[config.mk]
export PLATFORM = sky130hd
export DESIGN_NAME = rv_front_top
export DESIGN_NICKNAME = d
export VERILOG_FILES = /design/src/hw/rv_front_pkg.sv /design/src/hw/rv_front_top.sv /design/src/hw/decode_out_reg.sv /design/src/hw/rv32_decode.sv /design/src/hw/rvc_decode.sv /design/src/hw/pc_counter.sv /design/src/hw/fetch_align_fsm.sv
export SDC_FILE = /design/constraint.sdc
export NUM_CORES = 1
export LEC_CHECK = 0
export BUFFER_PORTS_ARGS = -buffer_cell sky130_fd_sc_hd__buf_2
export CAP_MARGIN = 20
export CORE_ASPECT_RATIO = 1.75
export CORE_MARGIN = 2
export CORE_UTILIZATION = 55
export CTS_CLUSTER_SIZE = 8
export DETAILED_ROUTE_END_ITERATION = 10
export PLACE_DENSITY = 0.78
export SYNTH_ARGS = -nofsm -noshare
export SYNTH_HDL_FRONTEND = slang
export SYNTH_SLANG_ARGS = --single-unit
[constraint.sdc]
create_clock -name clock_i -period 5.1 [get_ports clock_i]
set_input_delay 0.765 -clock clock_i [delete_from_list [all_inputs] [get_ports clock_i]]
set_output_delay 0.765 -clock clock_i [all_outputs]
set_load 0.005 [all_outputs]
[src/hw/rv_front_pkg.sv]
package rv_front_pkg;

  typedef logic [31:0] instr_t;
  typedef logic [15:0] half_t;
  typedef logic [31:0] addr_t;
  typedef logic [31:0] imm_t;
  typedef logic [4:0]  reg_addr_t;
  typedef logic [7:0]  alu_op_t;
  typedef logic [1:0]  bcu_op_t;
  typedef logic [1:0]  lsu_op_t;

  typedef enum logic {
    st_empty,
    st_half   // Upper halfword of last word still pending
  } align_state_t;

  // One-hot bit positions
  localparam int alu_add = 0;
  localparam int alu_sub = 1;
  localparam int alu_sll = 2;
  localparam int alu_srl = 3;
  localparam int alu_sra = 4;
  localparam int alu_and = 5;
  localparam int alu_or  = 6;
  localparam int alu_xor = 7;
  localparam int bcu_beq = 0;
  localparam int bcu_bne = 1;
  localparam int lsu_lw  = 0;
  localparam int lsu_sw  = 1;

  // Compressed quadrants
  localparam logic [1:0] opcode_c0 = 2'b00;
  localparam logic [1:0] opcode_c1 = 2'b01;
  localparam logic [1:0] opcode_c2 = 2'b10;

  localparam logic [2:0] c0_addi4spn = 3'b000;
  localparam logic [2:0] c0_lw       = 3'b010;
  localparam logic [2:0] c0_sw       = 3'b110;
  localparam logic [2:0] c1_addi     = 3'b000;
  localparam logic [2:0] c1_jal      = 3'b001;
  localparam logic [2:0] c1_li       = 3'b010;
  localparam logic [2:0] c1_lui      = 3'b011;
  localparam logic [2:0] c1_alu      = 3'b100;
  localparam logic [2:0] c1_j        = 3'b101;
  localparam logic [2:0] c1_beqz     = 3'b110;
  localparam logic [2:0] c1_bnez     = 3'b111;
  localparam logic [2:0] c2_slli     = 3'b000;
  localparam logic [2:0] c2_lwsp     = 3'b010;
  localparam logic [2:0] c2_alu      = 3'b100;
  localparam logic [2:0] c2_swsp     = 3'b110;

  localparam logic [6:0] op_lui    = 7'b0110111;
  localparam logic [6:0] op_jal    = 7'b1101111;
  localparam logic [6:0] op_jalr   = 7'b1100111;
  localparam logic [6:0] op_branch = 7'b1100011;
  localparam logic [6:0] op_load   = 7'b0000011;
  localparam logic [6:0] op_store  = 7'b0100011;
  localparam logic [6:0] op_imm    = 7'b0010011;
  localparam logic [6:0] op_reg    = 7'b0110011;
  localparam logic [6:0] op_system = 7'b1110011;

endpackage
[src/hw/rv_front_top.sv]
`timescale 1ns/1ps

module rv_front_top #(
  parameter rv_front_pkg::addr_t RESET_VECTOR = 32'h0000_0000
) (
  input  logic                    clock_i,
  input  logic                    rst_i,
  input  logic                    fetch_valid_i,
  input  rv_front_pkg::instr_t    fetch_word_i,
  output logic                    fetch_req_o,
  output logic                    out_valid_o,
  output rv_front_pkg::addr_t     pc_o,
  output logic                    compressed_o,
  output rv_front_pkg::imm_t      imm_o,
  output rv_front_pkg::reg_addr_t waddr_o, raddr1_o, raddr2_o,
  output logic                    wren_o, rden1_o, rden2_o,
  output logic                    lui_o, jal_o, jalr_o, branch_o,
  output logic                    load_o, store_o, ebreak_o, valid_o,
  output rv_front_pkg::alu_op_t   alu_op_o,
  output rv_front_pkg::bcu_op_t   bcu_op_o,
  output rv_front_pkg::lsu_op_t   lsu_op_o
);
  import rv_front_pkg::*;

  logic      issue, issue_compressed;
  instr_t    issue_instr;
  addr_t     pc;
  imm_t      c_imm, w_imm;
  reg_addr_t c_waddr, c_raddr1, c_raddr2, w_waddr, w_raddr1, w_raddr2;
  logic      c_wren, c_rden1, c_rden2, c_lui, c_jal, c_jalr, c_branch;
  logic      c_load, c_store, c_ebreak, c_valid;
  logic      w_wren, w_rden1, w_rden2, w_lui, w_jal, w_jalr, w_branch;
  logic      w_load, w_store, w_ebreak, w_valid;
  alu_op_t   c_alu_op, w_alu_op;
  bcu_op_t   c_bcu_op, w_bcu_op;
  lsu_op_t   c_lsu_op, w_lsu_op;

  fetch_align_fsm u_align (
    .clock_i(clock_i), .rst_i(rst_i),
    .fetch_valid_i(fetch_valid_i), .fetch_word_i(fetch_word_i), .fetch_req_o(fetch_req_o),
    .issue_o(issue), .issue_instr_o(issue_instr), .issue_compressed_o(issue_compressed)
  );

  pc_counter #(.RESET_VECTOR(RESET_VECTOR)) u_pc (
    .clock_i(clock_i), .rst_i(rst_i),
    .issue_i(issue), .issue_compressed_i(issue_compressed), .pc_o(pc)
  );

  rvc_decode u_rvc (
    .instr_i(issue_instr[15:0]), .imm_o(c_imm),
    .waddr_o(c_waddr), .raddr1_o(c_raddr1), .raddr2_o(c_raddr2),
    .wren_o(c_wren), .rden1_o(c_rden1), .rden2_o(c_rden2), .lui_o(c_lui),
    .jal_o(c_jal), .jalr_o(c_jalr), .branch_o(c_branch), .load_o(c_load),
    .store_o(c_store), .ebreak_o(c_ebreak), .valid_o(c_valid),
    .alu_op_o(c_alu_op), .bcu_op_o(c_bcu_op), .lsu_op_o(c_lsu_op)
  );

  rv32_decode u_rv32 (
    .instr_i(issue_instr), .imm_o(w_imm),
    .waddr_o(w_waddr), .raddr1_o(w_raddr1), .raddr2_o(w_raddr2),
    .wren_o(w_wren), .rden1_o(w_rden1), .rden2_o(w_rden2), .lui_o(w_lui),
    .jal_o(w_jal), .jalr_o(w_jalr), .branch_o(w_branch), .load_o(w_load),
    .store_o(w_store), .ebreak_o(w_ebreak), .valid_o(w_valid),
    .alu_op_o(w_alu_op), .bcu_op_o(w_bcu_op), .lsu_op_o(w_lsu_op)
  );

  decode_out_reg u_out (
    .clock_i(clock_i), .rst_i(rst_i), .issue_i(issue),
    .compressed_i(issue_compressed), .pc_i(pc),
    .c_imm_i(c_imm), .w_imm_i(w_imm), .c_waddr_i(c_waddr), .w_waddr_i(w_waddr),
    .c_raddr1_i(c_raddr1), .w_raddr1_i(w_raddr1),
    .c_raddr2_i(c_raddr2), .w_raddr2_i(w_raddr2),
    .c_wren_i(c_wren), .c_rden1_i(c_rden1), .c_rden2_i(c_rden2), .c_lui_i(c_lui),
    .c_jal_i(c_jal), .c_jalr_i(c_jalr), .c_branch_i(c_branch), .c_load_i(c_load),
    .c_store_i(c_store), .c_ebreak_i(c_ebreak), .c_valid_i(c_valid),
    .w_wren_i(w_wren), .w_rden1_i(w_rden1), .w_rden2_i(w_rden2), .w_lui_i(w_lui),
    .w_jal_i(w_jal), .w_jalr_i(w_jalr), .w_branch_i(w_branch), .w_load_i(w_load),
    .w_store_i(w_store), .w_ebreak_i(w_ebreak), .w_valid_i(w_valid),
    .c_alu_op_i(c_alu_op), .w_alu_op_i(w_alu_op), .c_bcu_op_i(c_bcu_op),
    .w_bcu_op_i(w_bcu_op), .c_lsu_op_i(c_lsu_op), .w_lsu_op_i(w_lsu_op),
    .out_valid_o(out_valid_o), .pc_o(pc_o), .compressed_o(compressed_o), .imm_o(imm_o),
    .waddr_o(waddr_o), .raddr1_o(raddr1_o), .raddr2_o(raddr2_o),
    .wren_o(wren_o), .rden1_o(rden1_o), .rden2_o(rden2_o), .lui_o(lui_o),
    .jal_o(jal_o), .jalr_o(jalr_o), .branch_o(branch_o), .load_o(load_o),
    .store_o(store_o), .ebreak_o(ebreak_o), .valid_o(valid_o),
    .alu_op_o(alu_op_o), .bcu_op_o(bcu_op_o), .lsu_op_o(lsu_op_o)
  );

endmodule

[src/hw/decode_out_reg.sv]
`timescale 1ns/1ps

module decode_out_reg (
  input  logic                    clock_i,
  input  logic                    rst_i,
  input  logic                    issue_i,
  input  logic                    compressed_i,
  input  rv_front_pkg::addr_t     pc_i,
  input  rv_front_pkg::imm_t      c_imm_i, w_imm_i,
  input  rv_front_pkg::reg_addr_t c_waddr_i, w_waddr_i,
  input  rv_front_pkg::reg_addr_t c_raddr1_i, w_raddr1_i, c_raddr2_i, w_raddr2_i,
  input  logic                    c_wren_i, c_rden1_i, c_rden2_i, c_lui_i,
  input  logic                    c_jal_i, c_jalr_i, c_branch_i, c_load_i,
  input  logic                    c_store_i, c_ebreak_i, c_valid_i,
  input  logic                    w_wren_i, w_rden1_i, w_rden2_i, w_lui_i,
  input  logic                    w_jal_i, w_jalr_i, w_branch_i, w_load_i,
  input  logic                    w_store_i, w_ebreak_i, w_valid_i,
  input  rv_front_pkg::alu_op_t   c_alu_op_i, w_alu_op_i,
  input  rv_front_pkg::bcu_op_t   c_bcu_op_i, w_bcu_op_i,
  input  rv_front_pkg::lsu_op_t   c_lsu_op_i, w_lsu_op_i,
  output logic                    out_valid_o,
  output rv_front_pkg::addr_t     pc_o,
  output logic                    compressed_o,
  output rv_front_pkg::imm_t      imm_o,
  output rv_front_pkg::reg_addr_t waddr_o, raddr1_o, raddr2_o,
  output logic                    wren_o, rden1_o, rden2_o,
  output logic                    lui_o, jal_o, jalr_o, branch_o,
  output logic                    load_o, store_o, ebreak_o, valid_o,
  output rv_front_pkg::alu_op_t   alu_op_o,
  output rv_front_pkg::bcu_op_t   bcu_op_o,
  output rv_front_pkg::lsu_op_t   lsu_op_o
);

  logic [10:0] c_flags;
  logic [10:0] w_flags;

  assign c_flags = {c_wren_i, c_rden1_i, c_rden2_i, c_lui_i, c_jal_i, c_jalr_i,
                    c_branch_i, c_load_i, c_store_i, c_ebreak_i, c_valid_i};
  assign w_flags = {w_wren_i, w_rden1_i, w_rden2_i, w_lui_i, w_jal_i, w_jalr_i,
                    w_branch_i, w_load_i, w_store_i, w_ebreak_i, w_valid_i};

  // Enables and flags drop whenever nothing issues
  always_ff @(posedge clock_i) begin
    if (rst_i) begin
      out_valid_o <= 1'b0;
      {wren_o, rden1_o, rden2_o, lui_o, jal_o, jalr_o,
       branch_o, load_o, store_o, ebreak_o, valid_o} <= '0;
    end else begin
      out_valid_o <= issue_i;
      {wren_o, rden1_o, rden2_o, lui_o, jal_o, jalr_o,
       branch_o, load_o, store_o, ebreak_o, valid_o} <=
        {11{issue_i}} & (compressed_i ? c_flags : w_flags);
    end
  end

  always_ff @(posedge clock_i) begin
    if (issue_i) begin
      pc_o <= pc_i;
      compressed_o <= compressed_i;  // Size of the issued instruction
      imm_o <= compressed_i ? c_imm_i : w_imm_i;
      waddr_o <= compressed_i ? c_waddr_i : w_waddr_i;
      raddr1_o <= compressed_i ? c_raddr1_i : w_raddr1_i;
      raddr2_o <= compressed_i ? c_raddr2_i : w_raddr2_i;
      alu_op_o <= compressed_i ? c_alu_op_i : w_alu_op_i;
      bcu_op_o <= compressed_i ? c_bcu_op_i : w_bcu_op_i;
      lsu_op_o <= compressed_i ? c_lsu_op_i : w_lsu_op_i;
    end
  end

endmodule

[src/hw/rv32_decode.sv]
`timescale 1ns/1ps

module rv32_decode (
  input  rv_front_pkg::instr_t    instr_i,
  output rv_front_pkg::imm_t      imm_o,
  output rv_front_pkg::reg_addr_t waddr_o,
  output rv_front_pkg::reg_addr_t raddr1_o,
  output rv_front_pkg::reg_addr_t raddr2_o,
  output logic                    wren_o, rden1_o, rden2_o,
  output logic                    lui_o, jal_o, jalr_o, branch_o,
  output logic                    load_o, store_o, ebreak_o, valid_o,
  output rv_front_pkg::alu_op_t   alu_op_o,
  output rv_front_pkg::bcu_op_t   bcu_op_o,
  output rv_front_pkg::lsu_op_t   lsu_op_o
);
  import rv_front_pkg::*;

  imm_t       imm_i, imm_s, imm_b, imm_u, imm_j;
  logic [6:0] opcode;
  logic [2:0] funct3;
  logic [6:0] funct7;
  logic       is_reg;
  logic       f7_checked;

  assign imm_i = {{20{instr_i[31]}}, instr_i[31:20]};
  assign imm_s = {{20{instr_i[31]}}, instr_i[31:25], instr_i[11:7]};
  assign imm_b = {{19{instr_i[31]}}, instr_i[31], instr_i[7], instr_i[30:25],
                  instr_i[11:8], 1'b0};
  assign imm_u = {instr_i[31:12], 12'b0};
  assign imm_j = {{11{instr_i[31]}}, instr_i[31], instr_i[19:12], instr_i[20],
                  instr_i[30:21], 1'b0};

  assign opcode = instr_i[6:0];
  assign funct3 = instr_i[14:12];
  assign funct7 = instr_i[31:25];
  assign is_reg = opcode == op_reg;
  assign f7_checked = is_reg || (funct3[1:0] == 2'b01);  // Register ops and shifts

  always_comb begin
    imm_o = '0;
    waddr_o = instr_i[11:7];
    raddr1_o = instr_i[19:15];
    raddr2_o = instr_i[24:20];
    {wren_o, rden1_o, rden2_o} = 3'b000;
    {lui_o, jal_o, jalr_o, branch_o, load_o, store_o, ebreak_o} = 7'b0;
    valid_o = 1'b1;
    alu_op_o = '0;
    bcu_op_o = '0;
    lsu_op_o = '0;
    case (opcode)
      op_lui: begin
        imm_o = imm_u;
        {wren_o, lui_o} = 2'b11;
      end
      op_jal: begin
        imm_o = imm_j;
        {wren_o, jal_o} = 2'b11;
      end
      op_jalr: begin
        imm_o = imm_i;
        {wren_o, rden1_o, jalr_o} = 3'b111;
        valid_o = funct3 == 3'b000;
      end
      op_branch: begin
        imm_o = imm_b;
        {rden1_o, rden2_o, branch_o} = 3'b111;
        bcu_op_o[funct3[0] ? bcu_bne : bcu_beq] = 1'b1;
        valid_o = funct3[2:1] == 2'b00;
      end
      op_load: begin
        imm_o = imm_i;
        {wren_o, rden1_o, load_o} = 3'b111;
        lsu_op_o[lsu_lw] = 1'b1;
        valid_o = funct3 == 3'b010;
      end
      op_store: begin
        imm_o = imm_s;
        {rden1_o, rden2_o, store_o} = 3'b111;
        lsu_op_o[lsu_sw] = 1'b1;
        valid_o = funct3 == 3'b010;
      end
      op_imm, op_reg: begin
        if (!is_reg) imm_o = imm_i;
        {wren_o, rden1_o, rden2_o} = {2'b11, is_reg};
        case (funct3)
          3'b000: alu_op_o[(is_reg && instr_i[30]) ? alu_sub : alu_add] = 1'b1;
          3'b001: alu_op_o[alu_sll] = 1'b1;
          3'b100: alu_op_o[alu_xor] = 1'b1;
          3'b101: alu_op_o[instr_i[30] ? alu_sra : alu_srl] = 1'b1;
          3'b110: alu_op_o[alu_or] = 1'b1;
          3'b111: alu_op_o[alu_and] = 1'b1;
          default: valid_o = 1'b0;  // slt and sltu
        endcase
        if (f7_checked && funct7 != 7'h00 && funct7 != 7'h20) valid_o = 1'b0;
        if (f7_checked && funct7 == 7'h20 && funct3 != 3'b000 && funct3 != 3'b101) begin
          valid_o = 1'b0;
        end
      end
      op_system: begin
        ebreak_o = instr_i == 32'h0010_0073;
        valid_o = ebreak_o;
      end
      default: valid_o = 1'b0;
    endcase
    wren_o = wren_o & valid_o;
  end

endmodule

[src/hw/rvc_decode.sv]
`timescale 1ns/1ps

module rvc_decode (
  input  rv_front_pkg::half_t     instr_i,
  output rv_front_pkg::imm_t      imm_o,
  output rv_front_pkg::reg_addr_t waddr_o,
  output rv_front_pkg::reg_addr_t raddr1_o,
  output rv_front_pkg::reg_addr_t raddr2_o,
  output logic                    wren_o, rden1_o, rden2_o,
  output logic                    lui_o, jal_o, jalr_o, branch_o,
  output logic                    load_o, store_o, ebreak_o, valid_o,
  output rv_front_pkg::alu_op_t   alu_op_o,
  output rv_front_pkg::bcu_op_t   bcu_op_o,
  output rv_front_pkg::lsu_op_t   lsu_op_o
);
  import rv_front_pkg::*;

  imm_t      imm_lwsp, imm_swsp, imm_lsw, imm_w;
  imm_t      imm_i, imm_u, imm_p, imm_j, imm_b;
  reg_addr_t rs1_p;
  reg_addr_t rs2_p;
  logic      rd_nz;
  logic      rs2_nz;

  assign imm_lwsp = {24'b0, instr_i[3:2], instr_i[12], instr_i[6:4], 2'b0};
  assign imm_swsp = {24'b0, instr_i[8:7], instr_i[12:9], 2'b0};
  assign imm_lsw  = {25'b0, instr_i[5], instr_i[12:10], instr_i[6], 2'b0};
  assign imm_w    = {22'b0, instr_i[10:7], instr_i[12:11], instr_i[5], instr_i[6], 2'b0};
  assign imm_i    = {{26{instr_i[12]}}, instr_i[12], instr_i[6:2]};
  assign imm_u    = {{14{instr_i[12]}}, instr_i[12], instr_i[6:2], 12'b0};
  assign imm_p    = {{22{instr_i[12]}}, instr_i[12], instr_i[4:3], instr_i[5], instr_i[2],
                     instr_i[6], 4'b0};
  assign imm_j    = {{20{instr_i[12]}}, instr_i[12], instr_i[8], instr_i[10:9], instr_i[6],
                     instr_i[7], instr_i[2], instr_i[11], instr_i[5:3], 1'b0};
  assign imm_b    = {{23{instr_i[12]}}, instr_i[12], instr_i[6:5], instr_i[2],
                     instr_i[11:10], instr_i[4:3], 1'b0};

  assign rs1_p = {2'b01, instr_i[9:7]};  // x8..x15
  assign rs2_p = {2'b01, instr_i[4:2]};
  assign rd_nz = |instr_i[11:7];
  assign rs2_nz = |instr_i[6:2];

  always_comb begin
    imm_o = '0;
    waddr_o = instr_i[11:7];
    raddr1_o = instr_i[11:7];
    raddr2_o = instr_i[6:2];
    {wren_o, rden1_o, rden2_o} = 3'b000;
    {lui_o, jal_o, jalr_o, branch_o, load_o, store_o, ebreak_o} = 7'b0;
    valid_o = 1'b1;
    alu_op_o = '0;
    bcu_op_o = '0;
    lsu_op_o = '0;
    case (instr_i[1:0])
      opcode_c0: begin
        raddr1_o = rs1_p;
        raddr2_o = rs2_p;
        waddr_o = rs2_p;
        case (instr_i[15:13])
          c0_addi4spn: begin
            imm_o = imm_w;
            raddr1_o = 5'd2;
            {wren_o, rden1_o} = 2'b11;
            alu_op_o[alu_add] = 1'b1;
            valid_o = |imm_w;  // Zero immediate is reserved
          end
          c0_lw: begin
            imm_o = imm_lsw;
            {wren_o, rden1_o, load_o} = 3'b111;
            lsu_op_o[lsu_lw] = 1'b1;
          end
          c0_sw: begin
            imm_o = imm_lsw;
            {rden1_o, rden2_o, store_o} = 3'b111;
            lsu_op_o[lsu_sw] = 1'b1;
          end
          default: valid_o = 1'b0;
        endcase
      end
      opcode_c1: begin
        imm_o = imm_i;
        case (instr_i[15:13])
          c1_addi: begin
            {wren_o, rden1_o} = {2{|imm_i}};  // Zero immediate is a hint
            alu_op_o[alu_add] = 1'b1;
          end
          c1_jal: begin
            imm_o = imm_j;
            waddr_o = 5'd1;
            {wren_o, jal_o} = 2'b11;
          end
          c1_li: begin
            wren_o = 1'b1;
            alu_op_o[alu_add] = 1'b1;
          end
          c1_lui: begin
            if (instr_i[11:7] == 5'd2) begin
              imm_o = imm_p;  // addi16sp
              {wren_o, rden1_o} = {2{|imm_p}};
              alu_op_o[alu_add] = 1'b1;
            end else begin
              imm_o = imm_u;
              wren_o = |imm_u;
              lui_o = 1'b1;
            end
          end
          c1_alu: begin
            waddr_o = rs1_p;
            raddr1_o = rs1_p;
            raddr2_o = rs2_p;
            rden1_o = 1'b1;
            case (instr_i[11:10])
              2'b00, 2'b01: begin
                wren_o = rs2_nz;
                valid_o = !instr_i[12];  // shamt[5] reserved on RV32
                alu_op_o[instr_i[10] ? alu_sra : alu_srl] = 1'b1;
              end
              2'b10: begin
                wren_o = 1'b1;
                alu_op_o[alu_and] = 1'b1;
              end
              default: begin
                {wren_o, rden2_o} = 2'b11;
                case ({instr_i[12], instr_i[6:5]})
                  3'b000: alu_op_o[alu_sub] = 1'b1;
                  3'b001: alu_op_o[alu_xor] = 1'b1;
                  3'b010: alu_op_o[alu_or] = 1'b1;
                  3'b011: alu_op_o[alu_and] = 1'b1;
                  default: valid_o = 1'b0;
                endcase
              end
            endcase
          end
          c1_j: begin
            imm_o = imm_j;
            waddr_o = 5'd0;
            jal_o = 1'b1;
          end
          c1_beqz, c1_bnez: begin
            imm_o = imm_b;
            raddr1_o = rs1_p;
            raddr2_o = 5'd0;
            {rden1_o, rden2_o, branch_o} = 3'b111;
            bcu_op_o[instr_i[13] ? bcu_bne : bcu_beq] = 1'b1;
          end
        endcase
      end
      opcode_c2: begin
        case (instr_i[15:13])
          c2_slli: begin
            imm_o = imm_i;
            {wren_o, rden1_o} = {2{rs2_nz}};
            valid_o = !instr_i[12];
            alu_op_o[alu_sll] = 1'b1;
          end
          c2_lwsp: begin
            imm_o = imm_lwsp;
            raddr1_o = 5'd2;
            {wren_o, rden1_o, load_o} = 3'b111;
            lsu_op_o[lsu_lw] = 1'b1;
            valid_o = rd_nz;
          end
          c2_alu: begin
            if (!rs2_nz) begin
              if (instr_i[12] && !rd_nz) begin
                ebreak_o = 1'b1;
              end else begin
                // jr, or jalr linking to x1
                waddr_o = 5'd1;
                {wren_o, rden1_o, jalr_o} = {instr_i[12], 2'b11};
                valid_o = rd_nz;
              end
            end else begin
              // mv reads only rs2, add reads both
              if (!instr_i[12]) raddr1_o = 5'd0;
              {wren_o, rden1_o, rden2_o} = {rd_nz, instr_i[12], 1'b1};
              alu_op_o[alu_add] = 1'b1;
            end
          end
          c2_swsp: begin
            imm_o = imm_swsp;
            raddr1_o = 5'd2;
            {rden1_o, rden2_o, store_o} = 3'b111;
            lsu_op_o[lsu_sw] = 1'b1;
          end
          default: valid_o = 1'b0;
        endcase
      end
      default: valid_o = 1'b0;
    endcase
    wren_o = wren_o & valid_o;
  end

endmodule

[src/hw/pc_counter.sv]
`timescale 1ns/1ps

module pc_counter #(
  parameter rv_front_pkg::addr_t RESET_VECTOR = 32'h0000_0000
) (
  input  logic                clock_i,
  input  logic                rst_i,
  input  logic                issue_i,
  input  logic                issue_compressed_i,
  output rv_front_pkg::addr_t pc_o
);
  import rv_front_pkg::*;

  addr_t step;

  assign step = issue_compressed_i ? addr_t'(2) : addr_t'(4);

  // Holds the address of the instruction issuing now
  always_ff @(posedge clock_i) begin
    if (rst_i) begin
      pc_o <= RESET_VECTOR;
    end else if (issue_i) begin
      pc_o <= pc_o + step;
    end
  end

endmodule

[src/hw/fetch_align_fsm.sv]
`timescale 1ns/1ps

module fetch_align_fsm (
  input  logic                 clock_i,
  input  logic                 rst_i,
  input  logic                 fetch_valid_i,
  input  rv_front_pkg::instr_t fetch_word_i,
  output logic                 fetch_req_o,
  output logic                 issue_o,
  output rv_front_pkg::instr_t issue_instr_o,
  output logic                 issue_compressed_o
);
  import rv_front_pkg::*;

  align_state_t state;
  align_state_t state_next;
  half_t        pending;
  half_t        pending_next;
  logic         pending_rvc;
  logic         low_rvc;

  assign pending_rvc = pending[1:0] != 2'b11;
  assign low_rvc = fetch_word_i[1:0] != 2'b11;

  always_comb begin
    fetch_req_o = 1'b1;
    issue_o = 1'b0;
    issue_instr_o = fetch_word_i;
    issue_compressed_o = 1'b0;
    state_next = state;
    pending_next = pending;
    case (state)
      st_empty: begin
        if (fetch_valid_i) begin
          issue_o = 1'b1;
          if (low_rvc) begin
            issue_instr_o = {16'b0, fetch_word_i[15:0]};
            issue_compressed_o = 1'b1;
            pending_next = fetch_word_i[31:16];
            state_next = st_half;
          end
        end
      end
      st_half: begin
        if (pending_rvc) begin
          fetch_req_o = 1'b0;  // No fetch needed this cycle
          issue_o = 1'b1;
          issue_instr_o = {16'b0, pending};
          issue_compressed_o = 1'b1;
          state_next = st_empty;
        end else if (fetch_valid_i) begin
          // Straddling instruction, new upper half stays pending
          issue_o = 1'b1;
          issue_instr_o = {fetch_word_i[15:0], pending};
          pending_next = fetch_word_i[31:16];
        end
      end
    endcase
  end

  always_ff @(posedge clock_i) begin
    if (rst_i) begin
      state <= st_empty;
    end else begin
      state <= state_next;
    end
  end

  always_ff @(posedge clock_i) begin
    pending <= pending_next;
  end

endmodule

==> reports/results.tsv <==
metric	value	unit
vias	7889	
pwr-share-seq	0.451	
timing.critical_path.slowest_stage_cell	mux2i_1	
finalCritPeriodShare	0.727	
cpLargestDelayFamily	simple AND/OR/NAND/NOR gates	
clk_root_buffer_cell	clkbuf_16	
grt_pass1_wl	45.3	mm
fmax_achieved	0.270	GHz
antenna_left	0	
via_count_of_the_first_global_routing_pass	7680	
whs_path_depth	0	
power.switching	0.980	mW
cts_inserted_buffers	17	
regToRegSetupSlack	1390	ps
synth_area_per_cell	9.91	um2
unrepaired_setup_endpoints_after_global_routing	false	
initial_antenna_violation_count	0	
critPathLaunchType	register	
placedCellCount	1118	
end_kind	register	
cts_post_setup_buffers_inserted	0	
synth_async_sr_flop_share	0	
floorplan.io_pins	140	
worst_ep_required_time	5430	ps
synth-seq-area-share	0.494	
port-buffer-count	138	
cp.arrival	4040	ps
timing_worst_setup_path_type	reg2reg	
critical_path.n_buffers_inverters	0	
drc_errors	0	
die_y	166	um
outcome	finished, final reports clean	
leakage_power	3.67	nW
htreeDepth	4	
cts_num_sinks	151	
critical_path.max_fanout	41	
groute.usage.overall	0.369	
layout_common_cells	buf_2 (138), edfxtp_1 (107), nor2_1 (74)	
final-setup-viol-count	0	
timing_hold_violations_final	0	
dpl_hpwl	22.1	mm
synth_warnings	0	
core.rowCount	59	
cts_hold_buffers	0	
worstHoldStart	u_pc.pc_o[31]	
timing.rr.start	u_align.pending[1]	
fillerInstances	1242	
floorplan.initialDensity	0.558	
cellInternalPower	2.21	mW
drtPass1Iterations	8	
grt_start_max_net_pins	49	
place.gp.congestion	1.04	
number_of_synthesized_flops_with_an_enable_pin	107	
detail_route.vias_per_cell	6.86	
slew_violations	0	
holdPathEnd	u_out.pc_o[31]	
timing.critical_path.cells	and3b_1 -> nor2_8 -> mux2i_1 -> nand4_1 -> nor4_2 -> a311oi_1 -> nor4_1	
final_cell_count_no_fill	1150	
commonest_non_fill_non_tap_cell_in_the_layout	buf_2	
finalWorstPathRequiredPeriod	3710	ps
core_region_area	0.0148	mm2
dominantRegCellSynth	edfxtp_1	
worst_r2r_path_depth	7	
worst_skew_pair.late_latency	430	ps
globalRouteOverflowTotal	0	
maxCapViolations	0	
whs	459	ps
switching_part_of_the_total	0.308	
totalNegativeSetupSlack	0	ps
ys_ff_latch	151	
drt-wirelength-per-cell	26.4	um
finClkSkew	16.8	ps
final_net_count	992	
syn-instance-count	836	
cts_tree	built	
cellPowerDensity	332	mW/mm2
pwr-share-clk	0.375	
area_of_all_sequential_standard_cells	0.00409	mm2
syn-cell-area	0.00829	mm2
worst_setup_hold_path_clk_slew	70	ps
fraction_of_final_layout_cells_with_drive_strength_greater_than_1	0.228	
max-vdd-ir-drop	254	uV
slowest_delay	800	ps
synthToLayoutAreaGrowth	15.9	%
multi_input_gate_area	0.00381	mm2
relSlewSlack	0.210	
syn-num-nets	874	
synth.distinct_cells	88	
die_width	96.8	um
crit-reg2reg-capture	u_out.wren_o	
transition_time_of_the_tightest_slew_check_pin	1170	ps
hold_class	reg2reg	
ctsResizeCount	0	
cts-root-to-sink-buffers	2	
die_area	0.0161	mm2
dr.first_iter.drc_count	771	
diodes	0	
wirelength	30.4	mm
power.combinational.fraction	0.174	
## kinds of logic after synthesis
logic type               after synthesis  synth area share
AND/OR/NAND/NOR                      294             0.185
AO/OA/AOI/OAI                        272             0.227
flip-flops                           151             0.494
buffers and inverters                 79            0.0467
XOR/XNOR                              25            0.0264
multiplexers                          11            0.0145
adder cells (fa/ha/maj)                3           0.00544
other                                  1          0.000453
## cell type report
cell class	count	share of cell area
Clock buffer	18	0.0447
Clock inverter	14	0.0120
Inverter	17	0.00678
Multi-Input combinational cell	606	0.396
Sequential cell	151	0.426
Tap cell	183	0.0238
Timing Repair Buffer	161	0.0899
## per-layer routing
| layer | share of wire | global-route usage |
|---|---|---|
| met1 | 0.33 | 0.392 |
| met2 | 0.49 | 0.629 |
| met3 | 0.084 | 0.0816 |
| met4 | 0.090 | 0.284 |
| met5 | 0 | 0 |
## how the worst max path moves through the flow
stage	from	endpoint	slack [ps]	cells past startpoint
after floorplan	fetch_valid_i	u_pc.pc_o[11]	1300	8
after global placement	fetch_valid_i	u_out.wren_o	1280	8
after detailed placement	fetch_valid_i	u_out.wren_o	1210	8
after CTS	u_align.pending[1]	u_pc.pc_o[31]	1460	14
after global routing	u_align.pending[1]	u_pc.pc_o[26]	1150	12
final	u_align.pending[1]	u_out.wren_o	1390	7
## Yosys cell counts (5+ instances only)
library cell	n	area share
buf_6	6	0.0082
inv_1	16	0.0072
nand2_1	64	0.029
o22ai_1	14	0.011
a22oi_1	17	0.015
and3_1	15	0.011
o21ai_1	7	0.0042
nand4b_1	10	0.011
clkbuf_1	30	0.014
a21o_1	5	0.0045
nand2b_1	19	0.014
nor2_1	74	0.034
nor3_1	19	0.011
a211oi_1	8	0.0072
edfxtp_1	107	0.39
o21ai_0	61	0.037
buf_4	6	0.0054
xor2_1	20	0.021
mux2i_1	7	0.0085
a21oi_1	51	0.031
o211a_1	7	0.0085
and2_1	5	0.0038
nand4_1	15	0.011
nand3_1	26	0.016
or2_2	5	0.0038
o221ai_1	7	0.0074
nor4_1	10	0.0075
nand3b_1	5	0.0045
dfxtp_1	44	0.11
buf_2	17	0.010
a31oi_1	6	0.0045
xnor2_1	5	0.0053
o211ai_1	18	0.016
or3_1	8	0.0060
## worst register-to-register path: stages, from the launching register on
cell      delay, ps
edfxtp_1        610
and3b_1         360
nor2_8          530
mux2i_1         830
nand4_1         230
nor4_2          550
a311oi_1        210
nor4_1          300
## power groups by stage
stage	logic, mW	registers [mW]	clock network, mW
floorplan	0.307	1.46	0
global placement	0.533	1.46	0
detailed placement	0.531	1.46	0
CTS	0.533	1.44	1.19
global route	0.578	1.44	1.24
finish	0.556	1.44	1.20
## registers in the layout, indices dropped and copies added (netlist names), 2 cells and up
name             cells
u_pc.pc_o           31
u_out.lsu_op_o       2
u_out.pc_o          31
u_align.pending     16
u_out.raddr2_o       5
u_out.imm_o         32
u_out.raddr1_o       5
u_out.waddr_o        5
u_out.bcu_op_o       2
u_out.alu_op_o       8
## through the flow
| stage | cell area [um2] | setup WS [ps] | power (mW) | utilization |
|---|---|---|---|---|
| 2_1_floorplan | 8290 | 1300 | 1.77 | - |
| 3_3_place_gp | 9060 | 1280 | 1.99 | 0.610 |
| 3_5_place_dp | 9060 | 1210 | 1.99 | 0.610 |
| 4_1_cts | 9600 | 1460 | 3.16 | 0.647 |
| 5_1_grt | 9600 | 1150 | 3.26 | 0.647 |
| 6_report | 9600 | 1390 | 3.19 | 0.647 |
Power figures use the tool's default switching activity.
